### config.mk
export PLATFORM = sky130hd
export DESIGN_NAME = inserter
export DESIGN_NICKNAME = d
export VERILOG_FILES = /design/src/inserter_pkg.sv /design/src/frame_edges_if.sv /design/src/coarse_flag_blocker.sv /design/src/fifo_controller.sv /design/src/inserter.sv /design/src/start_frame_decoder.sv
export VERILOG_INCLUDE_DIRS = /design/src
export SDC_FILE = /design/constraint.sdc
export NUM_CORES = 1
export LEC_CHECK = 0
export BUFFER_PORTS_ARGS = -buffer_cell sky130_fd_sc_hd__buf_2
export CORE_AREA = 3 3 501 503
export CTS_BUF_LIST = sky130_fd_sc_hd__clkbuf_4
export DETAILED_ROUTE_END_ITERATION = 12
export DIE_AREA = 0 0 504 506
export MAX_ROUTING_LAYER = met4
export PLACE_DENSITY = 0.3
export SLEW_MARGIN = 25
export SYNTH_ARGS = -nofsm -noshare
export SYNTH_HDL_FRONTEND = slang
export SYNTH_SLANG_ARGS = --single-unit
export TNS_END_PERCENT = 30
### constraint.sdc
create_clock -name clk -period 6.95 [get_ports clk]
set_clock_uncertainty 0.1 [all_clocks]
set_input_delay 1.39 -clock clk [delete_from_list [all_inputs] [get_ports clk]]
set_output_delay 1.39 -clock clk [all_outputs]
set_load 0.01 [all_outputs]
### src/inserter_config.svh
`ifndef INSERTER_CONFIG_SVH
`define INSERTER_CONFIG_SVH

// ==================================================
// Lane geometry.
// ==================================================

// Channels delivered per cycle.
`define NUM_CHANNELS 40

// Coarse flag groups, each CHUNK_SIZE channels wide.
`define NUM_CHUNKS 5
`define CHUNK_SIZE 8

// Viterbi FIFOs served in round-robin order.
`define NUM_FIFOS 4

// ==================================================
// Field widths.
// ==================================================

// Signed reliability value per channel.
`define RSE_WIDTH 8

// Signed flag, negative marks a frame boundary channel.
`define FLAG_WIDTH 8

// Signed soft symbol.
`define SYM_WIDTH 3

`endif

### src/inserter_pkg.sv
`include "inserter_config.svh"

package inserter_pkg;

    // ==================================================
    // Per-channel payload types.
    // ==================================================

    // Reliability value.
    typedef logic signed [`RSE_WIDTH-1:0] rse_t;

    // Flag value, only the sign is looked at.
    typedef logic signed [`FLAG_WIDTH-1:0] flag_t;

    // Soft symbol.
    typedef logic signed [`SYM_WIDTH-1:0] sym_t;

    // ==================================================
    // Control types.
    // ==================================================

    // One bit per chunk.
    typedef logic [`NUM_CHUNKS-1:0] chunk_mask_t;

    // Chunk index within one cycle.
    typedef logic [$clog2(`NUM_CHUNKS)-1:0] chunk_loc_t;

    // Frame starts found in one cycle, 0 to 2.
    typedef logic [1:0] write_count_t;

    // One bit per Viterbi FIFO.
    typedef logic [`NUM_FIFOS-1:0] fifo_mask_t;

endpackage

### src/frame_edges_if.sv
`timescale 1ns/10ps

interface frame_edges_if import inserter_pkg::*; ();

    // Any frame start in this cycle.
    logic is_there_edge;

    // Lowest and second-lowest edge chunk, 0 when unused.
    chunk_loc_t loc_1;
    chunk_loc_t loc_2;

    // Edge count, capped at two.
    write_count_t num_of_writes;

    modport driver (
        output is_there_edge,
        output loc_1,
        output loc_2,
        output num_of_writes
    );

    modport sink (
        input is_there_edge,
        input loc_1,
        input loc_2,
        input num_of_writes
    );

endinterface

### src/coarse_flag_blocker.sv
`timescale 1ns/10ps
`include "inserter_config.svh"
`default_nettype none

module coarse_flag_blocker import inserter_pkg::*; (
    input  flag_t       flags [`NUM_CHANNELS-1:0],
    output chunk_mask_t coarse_flags,
    output logic        unpacked_bit_flags [`NUM_CHANNELS-1:0]
);

    // Packed copy of the sign bits, one per channel.
    logic [`NUM_CHANNELS-1:0] sign_bits;

    // ==================================================
    // Channel flag bits.
    // ==================================================

    genvar gi;
    generate
        for (gi = 0; gi < `NUM_CHANNELS; gi += 1) begin : g_chan
            // A negative flag marks the channel.
            assign sign_bits[gi] = flags[gi][`FLAG_WIDTH-1];
            assign unpacked_bit_flags[gi] = sign_bits[gi];
        end
    endgenerate

    // ==================================================
    // Chunk reduction.
    // ==================================================

    genvar gc;
    generate
        for (gc = 0; gc < `NUM_CHUNKS; gc += 1) begin : g_chunk
            // OR across the eight channels of this chunk.
            assign coarse_flags[gc] = |sign_bits[gc*`CHUNK_SIZE +: `CHUNK_SIZE];
        end
    endgenerate

endmodule
`default_nettype wire

### src/fifo_controller.sv
`timescale 1ns/10ps
`include "inserter_config.svh"
`default_nettype none

module fifo_controller import inserter_pkg::*; (
    input  logic       clk,
    input  logic       reset,
    input  logic       en_fifo,
    frame_edges_if.sink edges,
    output fifo_mask_t push_n,
    output fifo_mask_t clr,
    output fifo_mask_t init_n,
    output chunk_loc_t start_loc [`NUM_FIFOS-1:0]
);

    // Next FIFO to hand a frame start to.
    logic [$clog2(`NUM_FIFOS)-1:0] ptr;

    // FIFOs that hold a frame in progress.
    fifo_mask_t active;

    // Start chunk of the last frame given to each FIFO.
    chunk_loc_t stored_loc [`NUM_FIFOS-1:0];

    // FIFOs started in this cycle and their start chunks.
    fifo_mask_t start_mask;
    chunk_loc_t new_loc [`NUM_FIFOS-1:0];

    // ==================================================
    // Allocation.
    // ==================================================

    always_comb begin
        logic [$clog2(`NUM_FIFOS)-1:0] idx;

        start_mask = '0;
        idx        = ptr;
        for (int f = 0; f < `NUM_FIFOS; f++) begin
            new_loc[f] = stored_loc[f];
        end

        if (en_fifo && edges.is_there_edge) begin
            for (int k = 0; k < 2; k++) begin
                if (k < int'(edges.num_of_writes)) begin
                    // Pointer arithmetic wraps with the FIFO count.
                    idx = ptr + ($clog2(`NUM_FIFOS))'(k);
                    start_mask[idx] = 1'b1;
                    new_loc[idx]    = (k == 0) ? edges.loc_1 : edges.loc_2;
                end
            end
        end
    end

    // ==================================================
    // Strobes.
    // ==================================================

    // Started FIFOs begin writing in the same cycle.
    assign push_n = en_fifo ? ~(active | start_mask) : '1;
    assign init_n = ~start_mask;

    // Reclaiming a busy FIFO drops its old frame.
    assign clr = start_mask & active;

    genvar gf;
    generate
        for (gf = 0; gf < `NUM_FIFOS; gf += 1) begin : g_loc
            assign start_loc[gf] = new_loc[gf];
        end
    endgenerate

    // ==================================================
    // State.
    // ==================================================

    always_ff @(posedge clk) begin
        if (reset) begin
            ptr    <= '0;
            active <= '0;
            for (int f = 0; f < `NUM_FIFOS; f++) begin
                stored_loc[f] <= '0;
            end
        end else if (en_fifo) begin
            active <= active | start_mask;
            ptr    <= ptr + edges.num_of_writes;
            for (int f = 0; f < `NUM_FIFOS; f++) begin
                if (start_mask[f]) begin
                    stored_loc[f] <= new_loc[f];
                end
            end
        end
    end

endmodule
`default_nettype wire

### src/inserter.sv
`timescale 1ns/10ps
`include "inserter_config.svh"
`default_nettype none

module inserter import inserter_pkg::*; (
    input  logic clk,
    input  logic reset,

    input  logic en_fifo,

    input  rse_t  rse_vals [`NUM_CHANNELS-1:0],
    input  flag_t flags    [`NUM_CHANNELS-1:0],
    input  sym_t  symbols  [`NUM_CHANNELS-1:0],

    output sym_t       symbols_main [`NUM_CHANNELS-1:0],
    output fifo_mask_t tag,
    output logic       push_n_main,

    // Lanes written to every FIFO.
    output logic        flags_v [`NUM_CHANNELS-1:0],
    output chunk_mask_t cflags_v,
    output rse_t        rse_v   [`NUM_CHANNELS-1:0],

    // Per-FIFO control.
    output chunk_loc_t start_loc [`NUM_FIFOS-1:0],
    output fifo_mask_t push_n_v,
    output fifo_mask_t clr_v,
    output fifo_mask_t init_n_v
);

    chunk_mask_t coarse_flags;

    frame_edges_if edges_if ();

    // ==================================================
    // Pass-through lanes.
    // ==================================================

    genvar gi;
    generate
        for (gi = 0; gi < `NUM_CHANNELS; gi += 1) begin : g_lane
            assign symbols_main[gi] = symbols[gi];
            assign rse_v[gi]        = rse_vals[gi];
        end
    endgenerate

    assign cflags_v    = coarse_flags;
    assign tag         = ~push_n_v;
    assign push_n_main = ~en_fifo;

    // ==================================================
    // Frame start path.
    // ==================================================

    coarse_flag_blocker cfb_i (
        .flags              (flags),
        .coarse_flags       (coarse_flags),
        .unpacked_bit_flags (flags_v)
    );

    start_frame_decoder sfd_i (
        .clk          (clk),
        .reset        (reset),
        .en_fifo      (en_fifo),
        .coarse_flags (coarse_flags),
        .edges        (edges_if.driver)
    );

    fifo_controller fc_i (
        .clk       (clk),
        .reset     (reset),
        .en_fifo   (en_fifo),
        .edges     (edges_if.sink),
        .push_n    (push_n_v),
        .clr       (clr_v),
        .init_n    (init_n_v),
        .start_loc (start_loc)
    );

endmodule
`default_nettype wire

### src/start_frame_decoder.sv
`timescale 1ns/10ps
`include "inserter_config.svh"
`default_nettype none

module start_frame_decoder import inserter_pkg::*; (
    input  logic        clk,
    input  logic        reset,
    input  logic        en_fifo,
    input  chunk_mask_t coarse_flags,
    frame_edges_if.driver edges
);

    // Last chunk of the previous enabled cycle.
    logic last_bit;

    // Predecessor of each chunk in the stream.
    chunk_mask_t prev_flags;

    // Rising edges of this cycle.
    chunk_mask_t edge_vec;

    write_count_t count;
    chunk_loc_t   first_loc;
    chunk_loc_t   second_loc;

    // ==================================================
    // Edge detection.
    // ==================================================

    assign prev_flags = {coarse_flags[`NUM_CHUNKS-2:0], last_bit};
    assign edge_vec   = coarse_flags & ~prev_flags;

    // Priority search from chunk 0, edges past the second are dropped.
    always_comb begin
        count      = '0;
        first_loc  = '0;
        second_loc = '0;
        for (int c = 0; c < `NUM_CHUNKS; c++) begin
            if (edge_vec[c]) begin
                if (count == 2'd0) begin
                    first_loc = chunk_loc_t'(c);
                    count     = 2'd1;
                end else if (count == 2'd1) begin
                    second_loc = chunk_loc_t'(c);
                    count      = 2'd2;
                end
            end
        end
    end

    assign edges.is_there_edge = (count != 2'd0);
    assign edges.loc_1         = first_loc;
    assign edges.loc_2         = second_loc;
    assign edges.num_of_writes = count;

    // ==================================================
    // Stream history.
    // ==================================================

    // Resets high so a stream that starts high gives no edge.
    always_ff @(posedge clk) begin
        if (reset) begin
            last_bit <= 1'b1;
        end else if (en_fifo) begin
            last_bit <= coarse_flags[`NUM_CHUNKS-1];
        end
    end

endmodule
`default_nettype wire
==> impl_results.md <==
- Final Hold Viols: 0
- IO buf count: 116
- Multi-input logic area: 0.00127 sq mm
- Worst Hold Class: flop to flop
- Die Footprint: 0.255 sq mm
- EDFF count, synth: 12
- Critical Path Slowest Stage Cell: or4_4
- RSZ-0062 raised after global routing: true
- First-pass GRT wire length: 76000 microns
- Worst Setup Start Kind: primary input
- Row count: 182
- Sequential cell area: 500 sq um
- Cells after synthesis: 688
- Layout cells sized above 1: 60.3%
- Layout Nets: 1161
- Synth Flop Type: edfxtp_1
- Largest net degree at the start of global routing: 25
- Largest cells by area after synthesis: buf_4 (68%), edfxtp_1 (6.8%), dfxtp_1 (2.6%), ha_1 (1.6%), nor2_1 (1.4%)
- Crit share post-route: 97.7%
- Dpl cell area: 0.00699 sq mm
- Max Root-Sink Buffers: 2
- P_leak: 1.50 nW
- Critical path type: primary input to output pin
- Pwr dens: 45.0 mW/mm^2
- GR Util All Layers: 5.20%
- CTS tree: done
- Max FO, Critical Path: 4
- Final wirelength: 67900 microns
- # clock sinks: 19
- Syn avg cell area: 7.74 sq um
- Drt pass-1 iters: 4
- Yosys top cell area share: 67.6%
- Initial antenna violation count: 1
- Commonest cells in the netlist: buf_4 (480), nor2_1 (20), a21oi_1 (14)
- CP delay by family, top: simple AND/OR/NAND/NOR gates
- Critical path buffer and inverter count: 5
- Synth Register Bits: 19
- Most numerous cell in the Yosys netlist: buf_4
- Detailed Route Iter0 Violations: 121
- DRC viols: 0
- Sequential area share after synthesis: 9.39%
- Crit-path cells: buf_2, or4_4, nor2_4, nor2_2, buf_6, buf_4, ha_1, mux2i_1, ha_1, mux2_4, ha_4, and3b_1, a221o_1, and2_4, nor4_4, buf_4, mux2_4, buf_6
- Critical Path Max Stage Delay: 0.57 ns
- Total CTS buffers: 3
- DR WL/cell: 18.3 microns
- Final Setup Violations: 0
- Core Area: 0.246 sq mm
- Setup crit end kind: output pin
- Max_cap viols: 0
- Syn-to-layout area delta: 36.5%
- Vias: 3142
- Gr ovfl total: 0
- Status: finished, final reports clean
- Syn_nets: 1458
- Die width: 504 microns
- I/O pins: 1277
- Synth Cell Area: 0.00533 sq mm
- Via/cell ratio: 0.849
- Finished Cell Area: 0.00727 sq mm
- Peak VDD IR: 0.0000447 V
- WP data required: 5.46 ns
- Vias in the first global route: 3489
- Starting Density: 2.16%
- Reg clk slew, reported paths: 0.15 ns
- Root buffer selected by CTS: clkbuf_4
- Largest area contributor in the netlist: buf_4
- Post-DP HPWL: 63700 microns
- Worst Max-Slew Pin Slew: 0.675 ns
- Max transition margin: 54.6%
- Tot Pwr: 0.328 mW
- Cell variety after synth: 54
- Max Transition Viols Final: 0
- Max Fclk: 147 MHz
- Die height: 506 microns
- H-tree lvl count: 1
- FFs w/ async S/R, synth: 0%
- GPL Wtd Cong: 0.650
- Crit path time final: 6.79 ns
- YS warnings: 0
- Post-route ant nets: 0
- Fill cells: 29600
- WP data arrival: 5.30 ns
- Worst-skew pair later-pin latency: 0.37 ns
## kinds of logic after synthesis
kind of cell,share of synthesized area [%]
AOI/OAI and AO/OA,8.57
xor gates and xnor gates,0.164
DFF,9.39
adders and majority gates,1.64
buffers and inverters,69.8
and+or+nand+nor,8.48
muxes,1.97
## per-layer routing
layer  global-route usage (%)  share of wire [%]  up-vias
met5                        -                  0        -
met4                     3.92                8.8        0
met3                     8.00                 35      281
met2                     8.83                 49      533
met1                     1.11                8.2     1185
li1                         -                  -     1143
## metrics by stage
step / utilization [%] / TNS [ns] / hold WS [ns] / worst slack [ns] / instances
after global routing: 2.95 / -0.0798 / 0.485 / -0.0271 / 3703
final: 2.95 / 0 / 0.423 / 0.160 / 3703
after CTS: 2.90 / 0 / 0.414 / 0.0125 / 3699
after floorplan: - / 0 / 0.364 / 0.577 / 688
after global placement: 2.84 / -7.37 / 0.392 / -0.495 / 3691
after detailed placement: 2.84 / -7.10 / 0.392 / -0.466 / 3691
## sequential cells by signal, indices dropped and copies added, names as in the netlist
| name | cells |
|---|---|
| fc_i.ptr | 2 |
| sfd_i.last_bit | 1 |
| fc_i.stored_loc | 12 |
| fc_i.active | 4 |
## tightest hold or removal path, stage by stage, from the launching register on
cell and delay (ns):
dfxtp_1 0.34, inv_1 0.09, a21oi_1 0.07
## path summary, 6_finish.rpt
kind / slack, ns / startpoint / endpoint / depth (start not counted)
worst max-delay path: 0.16 / flags[119] / start_loc[5] / 18
worst min register to register: 0.42 / fc_i.active[2] / fc_i.active[2] / 2
worst max register to register: 2.93 / sfd_i.last_bit / fc_i.stored_loc[0][10] / 17
worst min-delay path: 0.42 / fc_i.active[2] / fc_i.active[2] / 2
## repair_timing
| action | in CTS | in global routing |
|---|---|---|
| gates cloned | 0 | 0 |
| pin swaps | 4 | 9 |
| resized for setup | 23 | 27 |
| setup buffers | 4 | 3 |
| hold buffers | 0 | 0 |
| endpoints found under the setup margin | 27 | 19 |
## where the power goes
group	internal (mW)	switching (mW)	total, mW
Sequential	0.123	0.00406	0.128
Combinational	0.0531	0.0659	0.119
Clock	0.0266	0.0544	0.0810
## layout make-up
cell class / instances / share of cell area, %
well taps: 3312 / 57.0
multi-input cells: 160 / 17.5
repair buffers: 189 / 17.3
flip-flops and latches: 19 / 6.88
inverters: 18 / 0.929
clock buffers: 4 / 0.413
diodes: 1 / 0.0344
## cell usage in the layout (no fill, tap or decap), types with 4 or more instances in the layout
cell type and instances:
buf_2 102, buf_4 74, nor2_1 18, nand2_1 13
inv_1 13, edfxtp_1 12, a21oi_1 10, nand2b_1 9
o21ai_0 8, dfxtp_1 7, mux2i_1 6, ha_1 6
buf_6 6, inv_2 5, nor3_1 5, clkbuf_4 5
buf_12 5, nor4_2 4, a31oi_1 4, a21oi_2 4
a211oi_1 4, nor3b_1 4
Note: power is estimated with default switching activity, not from simulation.
